[src/hdl/cpuPkg.sv]
package cpuPkg;

	// ~~~~~~~~~~~~~~~~~~~~~~~~~~~~~~~~~~~~~~~~~~~~~~~~~~~~~~~~~~~~
	// field types
	// ~~~~~~~~~~~~~~~~~~~~~~~~~~~~~~~~~~~~~~~~~~~~~~~~~~~~~~~~~~~~
	typedef logic [15:0] instrWord;
	typedef logic [1:0]  instrGroup;   // bits 15:14.
	typedef logic [3:0]  aluOp;
	typedef logic [2:0]  aluASrc;
	typedef logic [2:0]  aluBSrc;
	typedef logic [1:0]  dataBusSel;
	typedef logic [1:0]  regADinSel;
	typedef logic [1:0]  regAAddr;
	typedef logic [2:0]  regBAddr;
	typedef logic [1:0]  byteEnable;   // one bit per byte lane.
	typedef logic [1:0]  addrBusSel;

	// ~~~~~~~~~~~~~~~~~~~~~~~~~~~~~~~~~~~~~~~~~~~~~~~~~~~~~~~~~~~~
	// selector codes
	// ~~~~~~~~~~~~~~~~~~~~~~~~~~~~~~~~~~~~~~~~~~~~~~~~~~~~~~~~~~~~
	localparam instrGroup GroupSystem    = 2'b00;
	localparam instrGroup GroupLoadStore = 2'b01;
	localparam instrGroup GroupJump      = 2'b10;
	localparam instrGroup GroupAluLogic  = 2'b11;

	localparam aluOp AluOpMov  = 4'h0;   // passes A.
	localparam aluOp AluOpMovB = 4'h1;   // passes B.

	localparam aluASrc AluASrcRegA = 3'd0;

	localparam aluBSrc AluBSrcRegB = 3'd0;
	localparam aluBSrc AluBSrcImm  = 3'd1;

	localparam dataBusSel DataBusAluR = 2'd0;
	localparam dataBusSel DataBusMem  = 2'd1;
	localparam dataBusSel DataBusRegA = 2'd2;   // register A drives the bus.

	localparam regADinSel RegADinAluR    = 2'd0;
	localparam regADinSel RegADinDataBus = 2'd1;

	localparam byteEnable ByteEnWord = 2'b11;
	localparam byteEnable ByteEnLow  = 2'b01;

	localparam addrBusSel AddrBusPc   = 2'd0;
	localparam addrBusSel AddrBusAluR = 2'd1;

	typedef enum logic [1:0] {
		PhaseFetch   = 2'd0,
		PhaseDecode  = 2'd1,
		PhaseExecute = 2'd2,
		PhaseCommit  = 2'd3
	} cpuPhase;

	// ~~~~~~~~~~~~~~~~~~~~~~~~~~~~~~~~~~~~~~~~~~~~~~~~~~~~~~~~~~~~
	// control bundle
	// ~~~~~~~~~~~~~~~~~~~~~~~~~~~~~~~~~~~~~~~~~~~~~~~~~~~~~~~~~~~~
	typedef struct packed {
		aluOp      aluOp;
		aluASrc    aluASrc;
		aluBSrc    aluBSrc;
		dataBusSel dataBus;
		logic      regAEn;
		logic      regAWen;
		regAAddr   regAAddr;
		regADinSel regADin;
		byteEnable regAByteEn;
		logic      regBEn;
		logic      regBWen;
		regBAddr   regBAddr;
		byteEnable regBByteEn;
		logic      byteMode;
		logic      rd;         // memory read strobe.
		logic      wr;         // memory write strobe.
	} ctrlBundle;

	localparam ctrlBundle NopBundle = '{
		aluOp:      AluOpMov,
		aluASrc:    AluASrcRegA,
		aluBSrc:    AluBSrcRegB,
		dataBus:    DataBusAluR,
		regADin:    RegADinAluR,
		regAByteEn: ByteEnWord,
		regBByteEn: ByteEnWord,
		default:    '0
	};

endpackage
[src/hdl/ctrlUnit.sv]
module ctrlUnit (
	input  logic              CLK,
	input  logic              rstN,
	input  cpuPkg::instrWord  fetchWord,
	output cpuPkg::cpuPhase   phase,
	output cpuPkg::ctrlBundle ctrl,
	output cpuPkg::addrBusSel addrSel
);

	cpuPkg::instrWord  instr;
	cpuPkg::ctrlBundle aluBundle;
	cpuPkg::ctrlBundle ldsBundle;
	cpuPkg::ctrlBundle jmpBundle;
	cpuPkg::addrBusSel aluAddrSel;
	cpuPkg::addrBusSel ldsAddrSel;

	phaseSequencer phaseSequencer_inst (
		.CLK       (CLK),
		.rstN      (rstN),
		.fetchWord (fetchWord),
		.phase     (phase),
		.instr     (instr)
	);

	// ~~~~~~~~~~~~~~~~~~~~~~~~~~~~~~~~~~~~~~~~~~~~~~~~~~~~~~~~~~~~
	// group decoders
	// ~~~~~~~~~~~~~~~~~~~~~~~~~~~~~~~~~~~~~~~~~~~~~~~~~~~~~~~~~~~~
	aluGroupDecoder aluGroupDecoder_inst (
		.phase   (phase),
		.instr   (instr),
		.bundle  (aluBundle),
		.addrSel (aluAddrSel)
	);

	ldsGroupDecoder ldsGroupDecoder_inst (
		.phase   (phase),
		.instr   (instr),
		.bundle  (ldsBundle),
		.addrSel (ldsAddrSel)
	);

	jmpGroupDecoder jmpGroupDecoder_inst (
		.phase  (phase),
		.instr  (instr),
		.bundle (jmpBundle)
	);

	opxMultiplexer opxMultiplexer_inst (
		.CLK        (CLK),
		.rstN       (rstN),
		.phase      (phase),
		.instr      (instr),
		.aluBundle  (aluBundle),
		.ldsBundle  (ldsBundle),
		.jmpBundle  (jmpBundle),
		.aluAddrSel (aluAddrSel),
		.ldsAddrSel (ldsAddrSel),
		.ctrl       (ctrl),
		.addrSel    (addrSel)
	);

endmodule

[src/hdl/opxMultiplexer.sv]
module opxMultiplexer (
	input  logic              CLK,
	input  logic              rstN,
	input  cpuPkg::cpuPhase   phase,
	input  cpuPkg::instrWord  instr,
	input  cpuPkg::ctrlBundle aluBundle,
	input  cpuPkg::ctrlBundle ldsBundle,
	input  cpuPkg::ctrlBundle jmpBundle,
	input  cpuPkg::addrBusSel aluAddrSel,
	input  cpuPkg::addrBusSel ldsAddrSel,
	output cpuPkg::ctrlBundle ctrl,
	output cpuPkg::addrBusSel addrSel
);

	cpuPkg::instrGroup group;

	assign group = instr[15:14];

	// ~~~~~~~~~~~~~~~~~~~~~~~~~~~~~~~~~~~~~~~~~~~~~~~~~~~~~~~~~~~~
	// bundle select
	// ~~~~~~~~~~~~~~~~~~~~~~~~~~~~~~~~~~~~~~~~~~~~~~~~~~~~~~~~~~~~
	always_comb begin
		unique case (group)
			cpuPkg::GroupLoadStore: ctrl = ldsBundle;
			cpuPkg::GroupJump:      ctrl = jmpBundle;
			cpuPkg::GroupAluLogic:  ctrl = aluBundle;
			default:                ctrl = cpuPkg::NopBundle;   // system group.
		endcase
	end

	// ~~~~~~~~~~~~~~~~~~~~~~~~~~~~~~~~~~~~~~~~~~~~~~~~~~~~~~~~~~~~
	// address bus select
	// ~~~~~~~~~~~~~~~~~~~~~~~~~~~~~~~~~~~~~~~~~~~~~~~~~~~~~~~~~~~~
	always_ff @(posedge CLK) begin
		if (!rstN) begin
			addrSel <= cpuPkg::AddrBusPc;
		end else if (phase == cpuPkg::PhaseFetch) begin
			addrSel <= cpuPkg::AddrBusPc;   // pc drives the bus after a fetch.
		end else begin
			unique case (group)
				cpuPkg::GroupLoadStore: addrSel <= ldsAddrSel;
				cpuPkg::GroupAluLogic:  addrSel <= aluAddrSel;
				default:                addrSel <= cpuPkg::AddrBusPc;
			endcase
		end
	end

endmodule

[src/hdl/jmpGroupDecoder.sv]
module jmpGroupDecoder (
	input  cpuPkg::cpuPhase   phase,
	input  cpuPkg::instrWord  instr,
	output cpuPkg::ctrlBundle bundle
);

	logic isIndirect;
	logic regActive;

	assign isIndirect = instr[13];
	assign regActive  = (phase == cpuPkg::PhaseDecode) || (phase == cpuPkg::PhaseExecute);

	// target comes from register B or from the immediate.
	always_comb begin
		bundle          = cpuPkg::NopBundle;
		bundle.aluBSrc  = isIndirect ? cpuPkg::AluBSrcRegB : cpuPkg::AluBSrcImm;
		bundle.regBAddr = instr[12:10];
		bundle.regBEn   = regActive;
	end

endmodule

[src/hdl/ldsGroupDecoder.sv]
module ldsGroupDecoder (
	input  cpuPkg::cpuPhase   phase,
	input  cpuPkg::instrWord  instr,
	output cpuPkg::ctrlBundle bundle,
	output cpuPkg::addrBusSel addrSel
);

	logic isStore;
	logic isByte;
	logic regActive;
	logic inExecute;
	logic inCommit;

	assign isStore   = instr[13];
	assign isByte    = instr[12];
	assign inExecute = (phase == cpuPkg::PhaseExecute);
	assign inCommit  = (phase == cpuPkg::PhaseCommit);
	assign regActive = (phase == cpuPkg::PhaseDecode) || inExecute;

	always_comb begin
		bundle          = cpuPkg::NopBundle;
		// ~~~~~~~~~~~~~~~~~~~~~~~~~~~~~~~~~~~~~~~~~~~~~~~~~~~~~~~~~~~~
		// address path, base register B through the ALU
		// ~~~~~~~~~~~~~~~~~~~~~~~~~~~~~~~~~~~~~~~~~~~~~~~~~~~~~~~~~~~~
		bundle.aluOp    = cpuPkg::AluOpMovB;
		bundle.aluASrc  = cpuPkg::AluASrcRegA;
		bundle.aluBSrc  = cpuPkg::AluBSrcRegB;
		bundle.regBEn   = regActive;
		bundle.regBWen  = 1'b0;
		bundle.regBAddr = instr[9:7];

		// data path
		bundle.regAEn     = regActive;
		bundle.regAAddr   = instr[11:10];
		bundle.byteMode   = isByte;
		bundle.regAByteEn = isByte ? cpuPkg::ByteEnLow : cpuPkg::ByteEnWord;
		bundle.regBByteEn = cpuPkg::ByteEnWord;
		if (isStore) begin
			bundle.dataBus = cpuPkg::DataBusRegA;
			bundle.regADin = cpuPkg::RegADinAluR;
			bundle.regAWen = 1'b0;
			bundle.wr      = inExecute;
			bundle.rd      = 1'b0;
		end else begin
			bundle.dataBus = cpuPkg::DataBusMem;
			bundle.regADin = cpuPkg::RegADinDataBus;   // load result.
			bundle.regAWen = inCommit;
			bundle.rd      = inExecute;
			bundle.wr      = 1'b0;
		end
	end

	assign addrSel = cpuPkg::AddrBusAluR;

endmodule

[src/hdl/aluGroupDecoder.sv]
module aluGroupDecoder (
	input  cpuPkg::cpuPhase   phase,
	input  cpuPkg::instrWord  instr,
	output cpuPkg::ctrlBundle bundle,
	output cpuPkg::addrBusSel addrSel
);

	logic regActive;
	logic regCommit;

	assign regActive = (phase == cpuPkg::PhaseDecode) || (phase == cpuPkg::PhaseExecute);
	assign regCommit = (phase == cpuPkg::PhaseCommit);

	always_comb begin
		bundle            = cpuPkg::NopBundle;
		bundle.aluOp      = instr[13:10];
		bundle.aluASrc    = cpuPkg::AluASrcRegA;
		bundle.aluBSrc    = instr[4] ? cpuPkg::AluBSrcImm : cpuPkg::AluBSrcRegB;
		bundle.dataBus    = cpuPkg::DataBusAluR;
		bundle.regAEn     = regActive;
		bundle.regAWen    = regCommit;   // result goes back to A.
		bundle.regAAddr   = instr[9:8];
		bundle.regADin    = cpuPkg::RegADinAluR;
		bundle.regAByteEn = cpuPkg::ByteEnWord;
		bundle.regBEn     = regActive;
		bundle.regBWen    = 1'b0;
		bundle.regBAddr   = instr[7:5];
		bundle.regBByteEn = cpuPkg::ByteEnWord;
		bundle.byteMode   = 1'b0;
		bundle.rd         = 1'b0;
		bundle.wr         = 1'b0;
	end

	assign addrSel = cpuPkg::AddrBusPc;   // no memory access.

endmodule

[src/hdl/phaseSequencer.sv]
module phaseSequencer (
	input  logic             CLK,
	input  logic             rstN,
	input  cpuPkg::instrWord fetchWord,
	output cpuPkg::cpuPhase  phase,
	output cpuPkg::instrWord instr
);

	cpuPkg::cpuPhase phaseNext;

	// ~~~~~~~~~~~~~~~~~~~~~~~~~~~~~~~~~~~~~~~~~~~~~~~~~~~~~~~~~~~~
	// phase FSM
	// ~~~~~~~~~~~~~~~~~~~~~~~~~~~~~~~~~~~~~~~~~~~~~~~~~~~~~~~~~~~~
	always_comb begin
		unique case (phase)
			cpuPkg::PhaseFetch:   phaseNext = cpuPkg::PhaseDecode;
			cpuPkg::PhaseDecode:  phaseNext = cpuPkg::PhaseExecute;
			cpuPkg::PhaseExecute: phaseNext = cpuPkg::PhaseCommit;
			default:              phaseNext = cpuPkg::PhaseFetch;   // wrap after commit.
		endcase
	end

	always_ff @(posedge CLK) begin
		if (!rstN) begin
			phase <= cpuPkg::PhaseFetch;
		end else begin
			phase <= phaseNext;
		end
	end

	// instruction register, loaded on the edge that ends fetch
	always_ff @(posedge CLK) begin
		if (!rstN) begin
			instr <= '0;   // system group.
		end else if (phase == cpuPkg::PhaseFetch) begin
			instr <= fetchWord;
		end
	end

endmodule

[config.mk]
export PLATFORM = sky130hd
export DESIGN_NAME = ctrlUnit
export DESIGN_NICKNAME = d
export VERILOG_FILES = /design/src/hdl/cpuPkg.sv /design/src/hdl/ctrlUnit.sv /design/src/hdl/opxMultiplexer.sv /design/src/hdl/jmpGroupDecoder.sv /design/src/hdl/ldsGroupDecoder.sv /design/src/hdl/aluGroupDecoder.sv /design/src/hdl/phaseSequencer.sv
export SDC_FILE = /design/constraint.sdc
export NUM_CORES = 1
export LEC_CHECK = 0
export ABC_CLOCK_PERIOD_IN_PS = 2000
export BUFFER_PORTS_ARGS = -buffer_cell sky130_fd_sc_hd__buf_4
export CAP_MARGIN = 40
export CORE_ASPECT_RATIO = 1.75
export CORE_MARGIN = 10
export CORE_UTILIZATION = 30
export DETAILED_ROUTE_END_ITERATION = 16
export HOLD_SLACK_MARGIN = 0.12
export PLACE_DENSITY = 0.57
export SYNTH_ARGS = -nofsm -noshare
export SYNTH_HDL_FRONTEND = slang
export SYNTH_SLANG_ARGS = --single-unit
[constraint.sdc]
create_clock -name CLK -period 2 [get_ports CLK]
set_clock_uncertainty 0.05 [all_clocks]
set_input_delay 0 -clock CLK [delete_from_list [all_inputs] [get_ports CLK]]
set_output_delay 0 -clock CLK [all_outputs]
set_load 0.05 [all_outputs]
==> impl_metrics.tcl, run 1 <==
set metrics [dict create \
    status "finished, final reports clean" \
    wl_per_cell_um 14.3 \
    cts.sinks 15 \
    synthMostInstantiatedCell "mux2i_1" \
    vias 817 \
    crit_family "buffers and inverters" \
    fin_area_mm2 0.00144 \
    finalCriticalPeriod_ns 1.86 \
    max_freq_mhz 538 \
    track_usage_pct 9.37 \
    crit_chain "inv_1 > ha_2 > buf_6 > mux2i_1 > nor2b_1 > dlygate4sd3_1" \
    slew_headroom_pct 57.6 \
    rsz0062_at_grt "no" \
    port_buffers 36 \
    p_per_area_mw_per_mm2 1020 \
    power.net_switching_w 0.000631 \
    min_period_over_period_pct 92.9 \
    worstSkewPairLatency_ns 0.25 \
    root_buffer "clkbuf_8" \
    power_frac_clock_pct 17.1 \
    critPathKind "reg -> reg" \
    synthTopCellsByArea "dfxtp_1, mux2i_1, buf_4" \
    ys.flop_type "dfxtp_1" \
    grt_max_degree 21 \
    postSynthAreaPerCell_um2 9.28 \
    n_antenna_cell 0 \
    wirelength_um 2640 \
    nNetsFinal 178 \
    layout-drive-gt1-share_pct 26.9 \
    dp_hpwl_um 1980 \
    die_w_um 61.8 \
    multi_input_area_um2 513 \
    grt_first_pass_wirelength_um 4170 \
    gr-total-overflow 0 \
    place_area_mm2 0.00113 \
    firstDrtPassIters 2 \
    drc_errors 0 \
    hold_violations 0 \
    cts_tree "done" \
    yosysWarnings 0 \
    power_w 0.00146 \
    ys_seq_elements 15 \
    detail-route-antenna-nets 0 \
    synth_edf_count 0 \
    synth_top_cell_area_share_pct 32.7 \
    cp.arrival_ns 1.94 \
    synth_common_cells "mux2i_1, buf_4, dfxtp_1, nor2b_1, and2_1" \
    intPower_w 0.000832 \
    endpoint_kind "flip-flop" \
    drv_cap 0 \
    ios 52 \
    crit_slowest_cell "dlygate4sd3_1" \
    ir_drop_uv 456 \
    fp.dieH_um 93.2 \
    fp-row-count 26 \
    start_util_pct 31.4 \
    cts_setup_buffers 0 \
    crit_buf_inv 3 \
    synthArstFlopShare_pct 0 \
    seqCellArea_um2 300 \
    finalMaxSlewViolations 0 \
    die-area_mm2 0.00576 \
    cts_buffers 3 \
    synth_cell_types 23 \
    coreArea_mm2 0.00293 \
    final_util_pct 49.1 \
    leakage_nw 0.713 \
    setup-violations-final 0 \
    cp_data_required_time_ns 2.08 \
    synth_area_um2 918 \
    drtIter0Drc 7 \
    ctsLongestPathBuffers 2 \
    viasPerCell 4.44 \
    grt_pass1_vias 878 \
    swShare_pct 43.1 \
    antenna_found_initial 0 \
    netlist_instances 99 \
    tns_ns 0 \
    start_kind "flip-flop" \
    hold_path_class "in -> reg" \
    clk_pin_slew_ns 0.06 \
    seqPwrFrac_pct 30.0 \
    slowest_delay_ns 0.56 \
    synth_top_area_cell "dfxtp_1" \
    comb_power_share_pct 53.0 \
    seq_area_frac_synth_pct 32.7 \
    htreeDepth 1 \
    crit_fanout 11 \
    tightest_slew_ns 0.636 \
    fillers 287 \
    place.gp.congestion 0.742 \
    area_delta_synth_final_pct 56.4 \
]
tightest hold or removal path, cell delays in order:
cell and delay (ns):
dlygate4sd3_1 0.53, buf_4 0.18, and2_1 0.13
registers in the layout, summed over array words and instances, names as in the netlist:
signal and flops:
opxMultiplexer_inst.addrSel 1, phaseSequencer_inst.phase 2, phaseSequencer_inst.instr 12
cell type report:
cell class              instances  area share (%)
clock buffers                   4            3.14
inverters                       3           0.784
multi-input cells              72            35.7
flip-flops and latches         15            20.9
well taps                      28            2.44
repair buffers                 62            37.0
power by group through the flow:
stage	registers, W	logic [W]	clock network [W]
2_1_floorplan	0.000453	0.000540	0
3_3_place_gp	0.000445	0.000667	0
3_5_place_dp	0.000447	0.000681	0
4_1_cts	0.000440	0.000764	0.000255
5_1_grt	0.000454	0.000824	0.000270
6_report	0.000439	0.000775	0.000250
worst paths after layout:
| kind | start | to | slack (ns) | cells past startpoint |
|---|---|---|---|---|
| max | phaseSequencer_inst.phase[0]$_SDFF_PN0_ | phaseSequencer_inst.instr[7]$_SDFFE_PN0N_ | 0.14 | 6 |
| min | rstN | phaseSequencer_inst.phase[1]$_SDFF_PN0_ | 0.57 | 3 |
| max reg2reg | phaseSequencer_inst.phase[0]$_SDFF_PN0_ | phaseSequencer_inst.instr[7]$_SDFFE_PN0N_ | 0.14 | 6 |
| min reg2reg | phaseSequencer_inst.phase[1]$_SDFF_PN0_ | phaseSequencer_inst.phase[1]$_SDFF_PN0_ | 0.66 | 3 |
what timing repair did:
item | in CTS | in global routing
hold endpoints to repair | 15 | 0
resized for setup | 0 | 2
hold buffers | 25 | 0
endpoints found under the setup margin | 0 | 9
per-layer routing:
layer | up-vias | global-route usage, % | part of all wire, % | routed length (µm)
met5 | - | 0 | 0 | 0
met4 | 0 | 4.49 | 1.9 | 50
met3 | 5 | 2.98 | 8.7 | 229
met2 | 28 | 16.6 | 53 | 1400
met1 | 369 | 9.25 | 36 | 963
li1 | 415 | - | - | -
cells in the final DEF (no fill, tap or decap), drive strengths merged, types with 2 or more instances in the layout:
cell type | Yosys | final
ha | 3 | 3
nand3b | 2 | 2
and2 | 4 | 4
buf | 17 | 37
o21a | 3 | 3
clkbuf | 1 | 4
and3 | 3 | 3
o21ai | 2 | 2
nor3b | 2 | 2
conb | 2 | 11
dlygate4sd3 | 0 | 25
inv | 3 | 3
a21oi | 2 | 2
mux2i | 17 | 17
nor2b | 14 | 14
dfxtp | 15 | 15
nand2 | 3 | 3
metrics by stage:
stage	hold WS, ns	cells	setup slack, ns
floorplan	0.0782	108	0.253
global placement	0.209	155	0.628
detailed placement	0.218	155	0.596
CTS	0.583	184	0.0432
global route	0.598	184	0.0666
finish	0.571	184	0.142
logic make-up (layout without fill, tap and decap cells):
group,Yosys count,after routing,synth area share (%)
adder cells (fa/ha/maj),3,3,4.09
AO/OA/AOI/OAI,8,8,5.59
AND/OR/NAND/NOR,33,33,22.3
buffers and inverters,21,69,15.9
flip-flops,15,15,32.7
multiplexers,17,17,18.5
other,2,11,0.818
No activity file was read; power rests on OpenSTA's default activity.
==> inputs of run 2 (changes only) <==
Settings changed: CORE_MARGIN 10 to default, CORE_UTILIZATION 30 to 35, PLACE_DENSITY 0.57 to 0.65.
==> run 2 against run 1 <==
Clock power down 4%. Worst setup slack improved by 0.064 ns. Highest routed layer unchanged. Critical path type unchanged. Design area down 0.61%.
==> impl_metrics.tcl, run 2 (synthesis gave the netlist of run 1 again) <==
set metrics [dict create \
    cts_tree "done" \
    rrSetupSlack_ns 0.21 \
    cts_setup_buffers 0 \
    fillers 232 \
    reg2reg_to "phaseSequencer_inst.instr[4]$_SDFFE_PN0N_" \
    ctsLongestPathBuffers 2 \
    crit_fanout 14 \
    drv_cap 0 \
    largest_register_ffs 12 \
    hold_path_class "in -> reg" \
    gr-total-overflow 0 \
    n_antenna_cell 0 \
    ios 52 \
    endpoint_kind "flip-flop" \
    holdCritStartpoint "rstN" \
    start_kind "flip-flop" \
    setup-violations-final 0 \
    crit_chain "inv_1 > ha_1 > buf_4 > mux2i_1 > nor2b_1 > dlygate4sd3_1" \
    port_buffers 36 \
    ir_drop_uv 595 \
    worstSkewPairLatency_ns 0.25 \
    antenna_found_initial 0 \
    start_util_pct 36.8 \
    dp_hpwl_um 1390 \
    drc_errors 0 \
    finalMaxSlewViolations 0 \
    slowest_delay_ns 0.56 \
    root_buffer "clkbuf_8" \
    crit_buf_inv 3 \
    firstDrtPassIters 2 \
    postCtsResizedCells 0 \
    fp.dieH_um 69.8 \
    top_register "phaseSequencer_inst.instr" \
    reg_top3 "phaseSequencer_inst.instr: 12 flops, phaseSequencer_inst.phase: 2 flops, opxMultiplexer_inst.addrSel: 1 flops" \
    grt_pass1_vias 788 \
    wirelength_um 2110 \
    layout-drive-gt1-share_pct 26.3 \
    hold_ws_ns 0.571 \
    clk_pin_slew_ns 0.06 \
    drtIter0Drc 15 \
    hold_depth 3 \
    place.gp.congestion 0.704 \
    cp.arrival_ns 1.87 \
    die_w_um 40.7 \
    r2r_start "phaseSequencer_inst.phase[0]$_SDFF_PN0_" \
    rsz0062_at_grt "no" \
    viasPerCell 4.52 \
    p_per_area_mw_per_mm2 996 \
    crit_slowest_cell "dlygate4sd3_1" \
    fp-row-count 24 \
    slew_headroom_pct 57.2 \
    htreeDepth 1 \
    layout_common_cells "buf_4, dlygate4sd3_1, mux2i_1" \
    die-area_mm2 0.00284 \
    critPathKind "reg -> reg" \
    tns_ns 0 \
    grt_max_degree 21 \
    status "finished, final reports clean" \
    wl_per_cell_um 11.6 \
    track_usage_pct 17.6 \
    hold_violations 0 \
    leakage_nw 0.713 \
    min_to "phaseSequencer_inst.phase[0]$_SDFF_PN0_" \
    coreArea_mm2 0.00249 \
    crit_family "buffers and inverters" \
    area_delta_synth_final_pct 55.4 \
    min_period_over_period_pct 89.7 \
    finalCriticalPeriod_ns 1.79 \
    r2r_cells 6 \
    tightest_slew_ns 0.642 \
    layout_commonest_cell "buf_4" \
    vias 822 \
    power_w 0.00142 \
    max_freq_mhz 557 \
    cp_data_required_time_ns 2.08 \
    nNetsFinal 178 \
    cts_buffers 3 \
    grt_first_pass_wirelength_um 3440 \
    detail-route-antenna-nets 0 \
    cts.sinks 15 \
]
## run 2: metrics by stage
stage / std cells / util [%] / instance area, µm² / worst slack (ns)
after floorplan: 108 / - / 957 / 0.253
after global placement: 153 / 45.4 / 1130 / 0.632
after detailed placement: 153 / 45.4 / 1130 / 0.605
after CTS: 182 / 57.3 / 1430 / 0.202
after global routing: 182 / 57.3 / 1430 / 0.0810
final: 182 / 57.3 / 1430 / 0.206
## run 2: where the power goes
part	internal (W)	switching (W)	leakage, nW
clock network	0.000141	0.0000998	0.0228
registers	0.000360	0.0000781	0.124
logic	0.000314	0.000428	0.567
## run 2: per-layer routing
layer  GRT usage [%]  up-vias  wire length, µm
met3           0.962        5               90
li1                -      417                -
met1            19.7      370              761
met4            10.0        0               53
met5               0        -                0
met2            29.8       30             1200
## run 2: worst max-delay path by stage
stage,start,endpoint,cells past startpoint
floorplan,phaseSequencer_inst.phase[1]$_SDFF_PN0_,ctrl[16],3
global placement,phaseSequencer_inst.instr[14]$_SDFFE_PN0N_,ctrl[1],3
detailed placement,phaseSequencer_inst.instr[14]$_SDFFE_PN0N_,ctrl[1],3
CTS,phaseSequencer_inst.phase[0]$_SDFF_PN0_,phaseSequencer_inst.instr[5]$_SDFFE_PN0N_,6
global route,phaseSequencer_inst.phase[0]$_SDFF_PN0_,phaseSequencer_inst.instr[5]$_SDFFE_PN0N_,6
finish,phaseSequencer_inst.phase[0]$_SDFF_PN0_,phaseSequencer_inst.instr[4]$_SDFFE_PN0N_,6
## run 2: final cells by class
type / count / area (µm²) / area share, %
inverters: 3 / 11.3 / 0.789
flip-flops and latches: 15 / 300 / 21.0
clock buffers: 4 / 45.0 / 3.16
well taps: 26 / 32.5 / 2.28
multi-input cells: 72 / 510 / 35.8
repair buffers: 62 / 528 / 37.0
## run 2: what timing repair did
item | 4_1_cts | 5_1_grt
endpoints found under the setup margin | 0 | 0
hold endpoints to repair | 15 | 0
hold buffers | 25 | 0
## run 2: worst register-to-register path, stage by stage (launching register included)
cell	delay [ns]
dfxtp_1	0.33
inv_1	0.08
ha_1	0.14
buf_4	0.24
mux2i_1	0.21
nor2b_1	0.06
dlygate4sd3_1	0.56
==> inputs of run 3 (changes only) <==
Settings changed: CORE_ASPECT_RATIO 1.75 to default.
==> run 3 against run 2 <==
Combinational power grew 2%. Hold slack lost 0.050 ns. Via count grew 2.7%. Cell count grew 2.7%. Power shrank 3.4%. Sequential power is essentially flat. Flip-flop and latch count is the same. Core utilization grew 0.095 points. Sequential share of layout area grew 0.093 points. Routed wire length grew 1.0%. Critical path type unchanged.
==> impl_metrics.tcl, run 3 (synthesis gave the netlist of run 1 again) <==
set metrics [dict create \
    status "finished, final reports clean" \
    cts_tree "done" \
    cts_buffers 3 \
    slew_headroom_pct 57.3 \
    min_to "phaseSequencer_inst.phase[0]$_SDFF_PN0_" \
    htreeDepth 1 \
    grt_max_degree 21 \
    clk_pin_slew_ns 0.09 \
    tightest_slew_ns 0.639 \
    reg2reg_to "phaseSequencer_inst.instr[4]$_SDFFE_PN0N_" \
    intPower_w 0.000764 \
    start_kind "flip-flop" \
    grt_pass1_vias 723 \
    layout_commonest_cell "buf_4" \
    finalMaxSlewViolations 0 \
    comb_power_share_pct 55.3 \
    crit_fanout 7 \
    ctsLongestPathBuffers 2 \
    fp-row-count 18 \
    top_register "phaseSequencer_inst.instr" \
    slowest_delay_ns 0.56 \
    antenna_found_initial 0 \
    layout-drive-gt1-share_pct 26.8 \
    critPathKind "reg -> reg" \
    seqCellArea_um2 300 \
    dp_hpwl_um 1380 \
    root_buffer "clkbuf_4" \
    r2r_cells 6 \
    finalCriticalPeriod_ns 1.78 \
    worstSkewPairLatency_ns 0.29 \
    cts.sinks 15 \
    port_buffers 36 \
    ios 52 \
    nNetsFinal 179 \
    max_freq_mhz 562 \
    leakage_nw 0.710 \
    rrSetupSlack_ns 0.22 \
    power_w 0.00137 \
    reg_top3 "phaseSequencer_inst.instr: 12 flops, phaseSequencer_inst.phase: 2 flops, opxMultiplexer_inst.addrSel: 1 flops" \
    hold_violations 0 \
    rsz0062_at_grt "no" \
    ir_drop_uv 561 \
    min_period_over_period_pct 89.0 \
    grt_first_pass_wirelength_um 3170 \
    area_delta_synth_final_pct 54.8 \
    hold_path_class "in -> reg" \
    setup-violations-final 0 \
    layout_common_cells "buf_4, dlygate4sd3_1, mux2i_1" \
    drv_cap 0 \
    vias 844 \
    coreArea_mm2 0.00248 \
    place.gp.congestion 0.689 \
    holdCritStartpoint "rstN" \
    power_frac_clock_pct 12.9 \
    n_antenna_cell 0 \
    crit_slowest_cell "dlygate4sd3_1" \
    swShare_pct 44.4 \
    r2r_start "phaseSequencer_inst.phase[0]$_SDFF_PN0_" \
    wl_per_cell_um 11.4 \
    largest_register_ffs 12 \
    power.net_switching_w 0.000609 \
    startpoint "phaseSequencer_inst.phase[0]$_SDFF_PN0_" \
    postCtsResizedCells 0 \
    cp_data_required_time_ns 2.13 \
    die_w_um 53.2 \
    hold_depth 3 \
    die-area_mm2 0.00283 \
    drc_errors 0 \
    crit_family "buffers and inverters" \
    crit_buf_inv 3 \
    endpoint_kind "flip-flop" \
    crit_chain "inv_1 > ha_1 > buf_4 > mux2i_1 > nor2b_1 > dlygate4sd3_1" \
    firstDrtPassIters 4 \
    p_per_area_mw_per_mm2 966 \
    multi_input_area_um2 510 \
    fp.dieH_um 53.2 \
    gr-total-overflow 0 \
    fin_ws_ns 0.219 \
    track_usage_pct 16.0 \
    wirelength_um 2130 \
    detail-route-antenna-nets 0 \
    tns_ns 0 \
    cp.arrival_ns 1.91 \
    seqPwrFrac_pct 31.9 \
    dp_slack_ns 0.637 \
    viasPerCell 4.51 \
    start_util_pct 37.1 \
    drtIter0Drc 5 \
    fillers 232 \
]
[run 3: worst register-to-register path: stages (launching register included)]
cell and delay (ns):
dfxtp_1 0.37, inv_1 0.07, ha_1 0.21, buf_4 0.17, mux2i_1 0.16, nor2b_1 0.07, dlygate4sd3_1 0.56
[run 3: cell type report]
cell class / count / share of cell area, %
well taps: 30 / 2.64
multi-input cells: 72 / 35.9
inverters: 3 / 0.792
clock buffers: 4 / 1.85
flip-flops and latches: 15 / 21.1
repair buffers: 63 / 37.7
[run 3: repair_timing]
action | CTS | global route
buffers inserted | 0 | 0
endpoints found under the hold margin | 15 | 0
hold buffers | 25 | 0
[run 3: how the worst max path moves through the flow]
| stage | to | slack, ns | depth (start not counted) |
|---|---|---|---|
| 5_1_grt | phaseSequencer_inst.instr[4]$_SDFFE_PN0N_ | 0.11 | 6 |
| 3_5_place_dp | ctrl[1] | 0.64 | 3 |
| 6_report | phaseSequencer_inst.instr[4]$_SDFFE_PN0N_ | 0.22 | 6 |
| 2_1_floorplan | ctrl[16] | 0.25 | 3 |
| 4_1_cts | phaseSequencer_inst.instr[12]$_SDFFE_PN0N_ | 0.24 | 6 |
| 3_3_place_gp | ctrl[1] | 0.65 | 3 |
[run 3: per-layer routing]
metal	GRT usage, %	up-vias	routed length [µm]
met5	0	-	0
met4	5.26	0	27
met3	5.17	4	122
met2	28.7	39	1090
met1	17.4	382	886
li1	-	419	-
[run 3: through the flow]
stage          hold slack (ns)  instances  util (%)  instance area (µm²)
5_1_grt                  0.539        187      57.4                 1420
4_1_cts                  0.520        187      57.4                 1420
6_report                 0.521        187      57.4                 1420
3_3_place_gp             0.207        158      46.2                 1140
2_1_floorplan           0.0782        108         -                  957
3_5_place_dp             0.213        158      46.2                 1140
[run 3: power by group through the flow]
stage / sequential, W / combinational, W / clock, W
final: 0.000438 / 0.000759 / 0.000177
after floorplan: 0.000453 / 0.000540 / 0
after global placement: 0.000442 / 0.000669 / 0
after detailed placement: 0.000444 / 0.000677 / 0
after global routing: 0.000450 / 0.000808 / 0.000195
after CTS: 0.000437 / 0.000760 / 0.000184
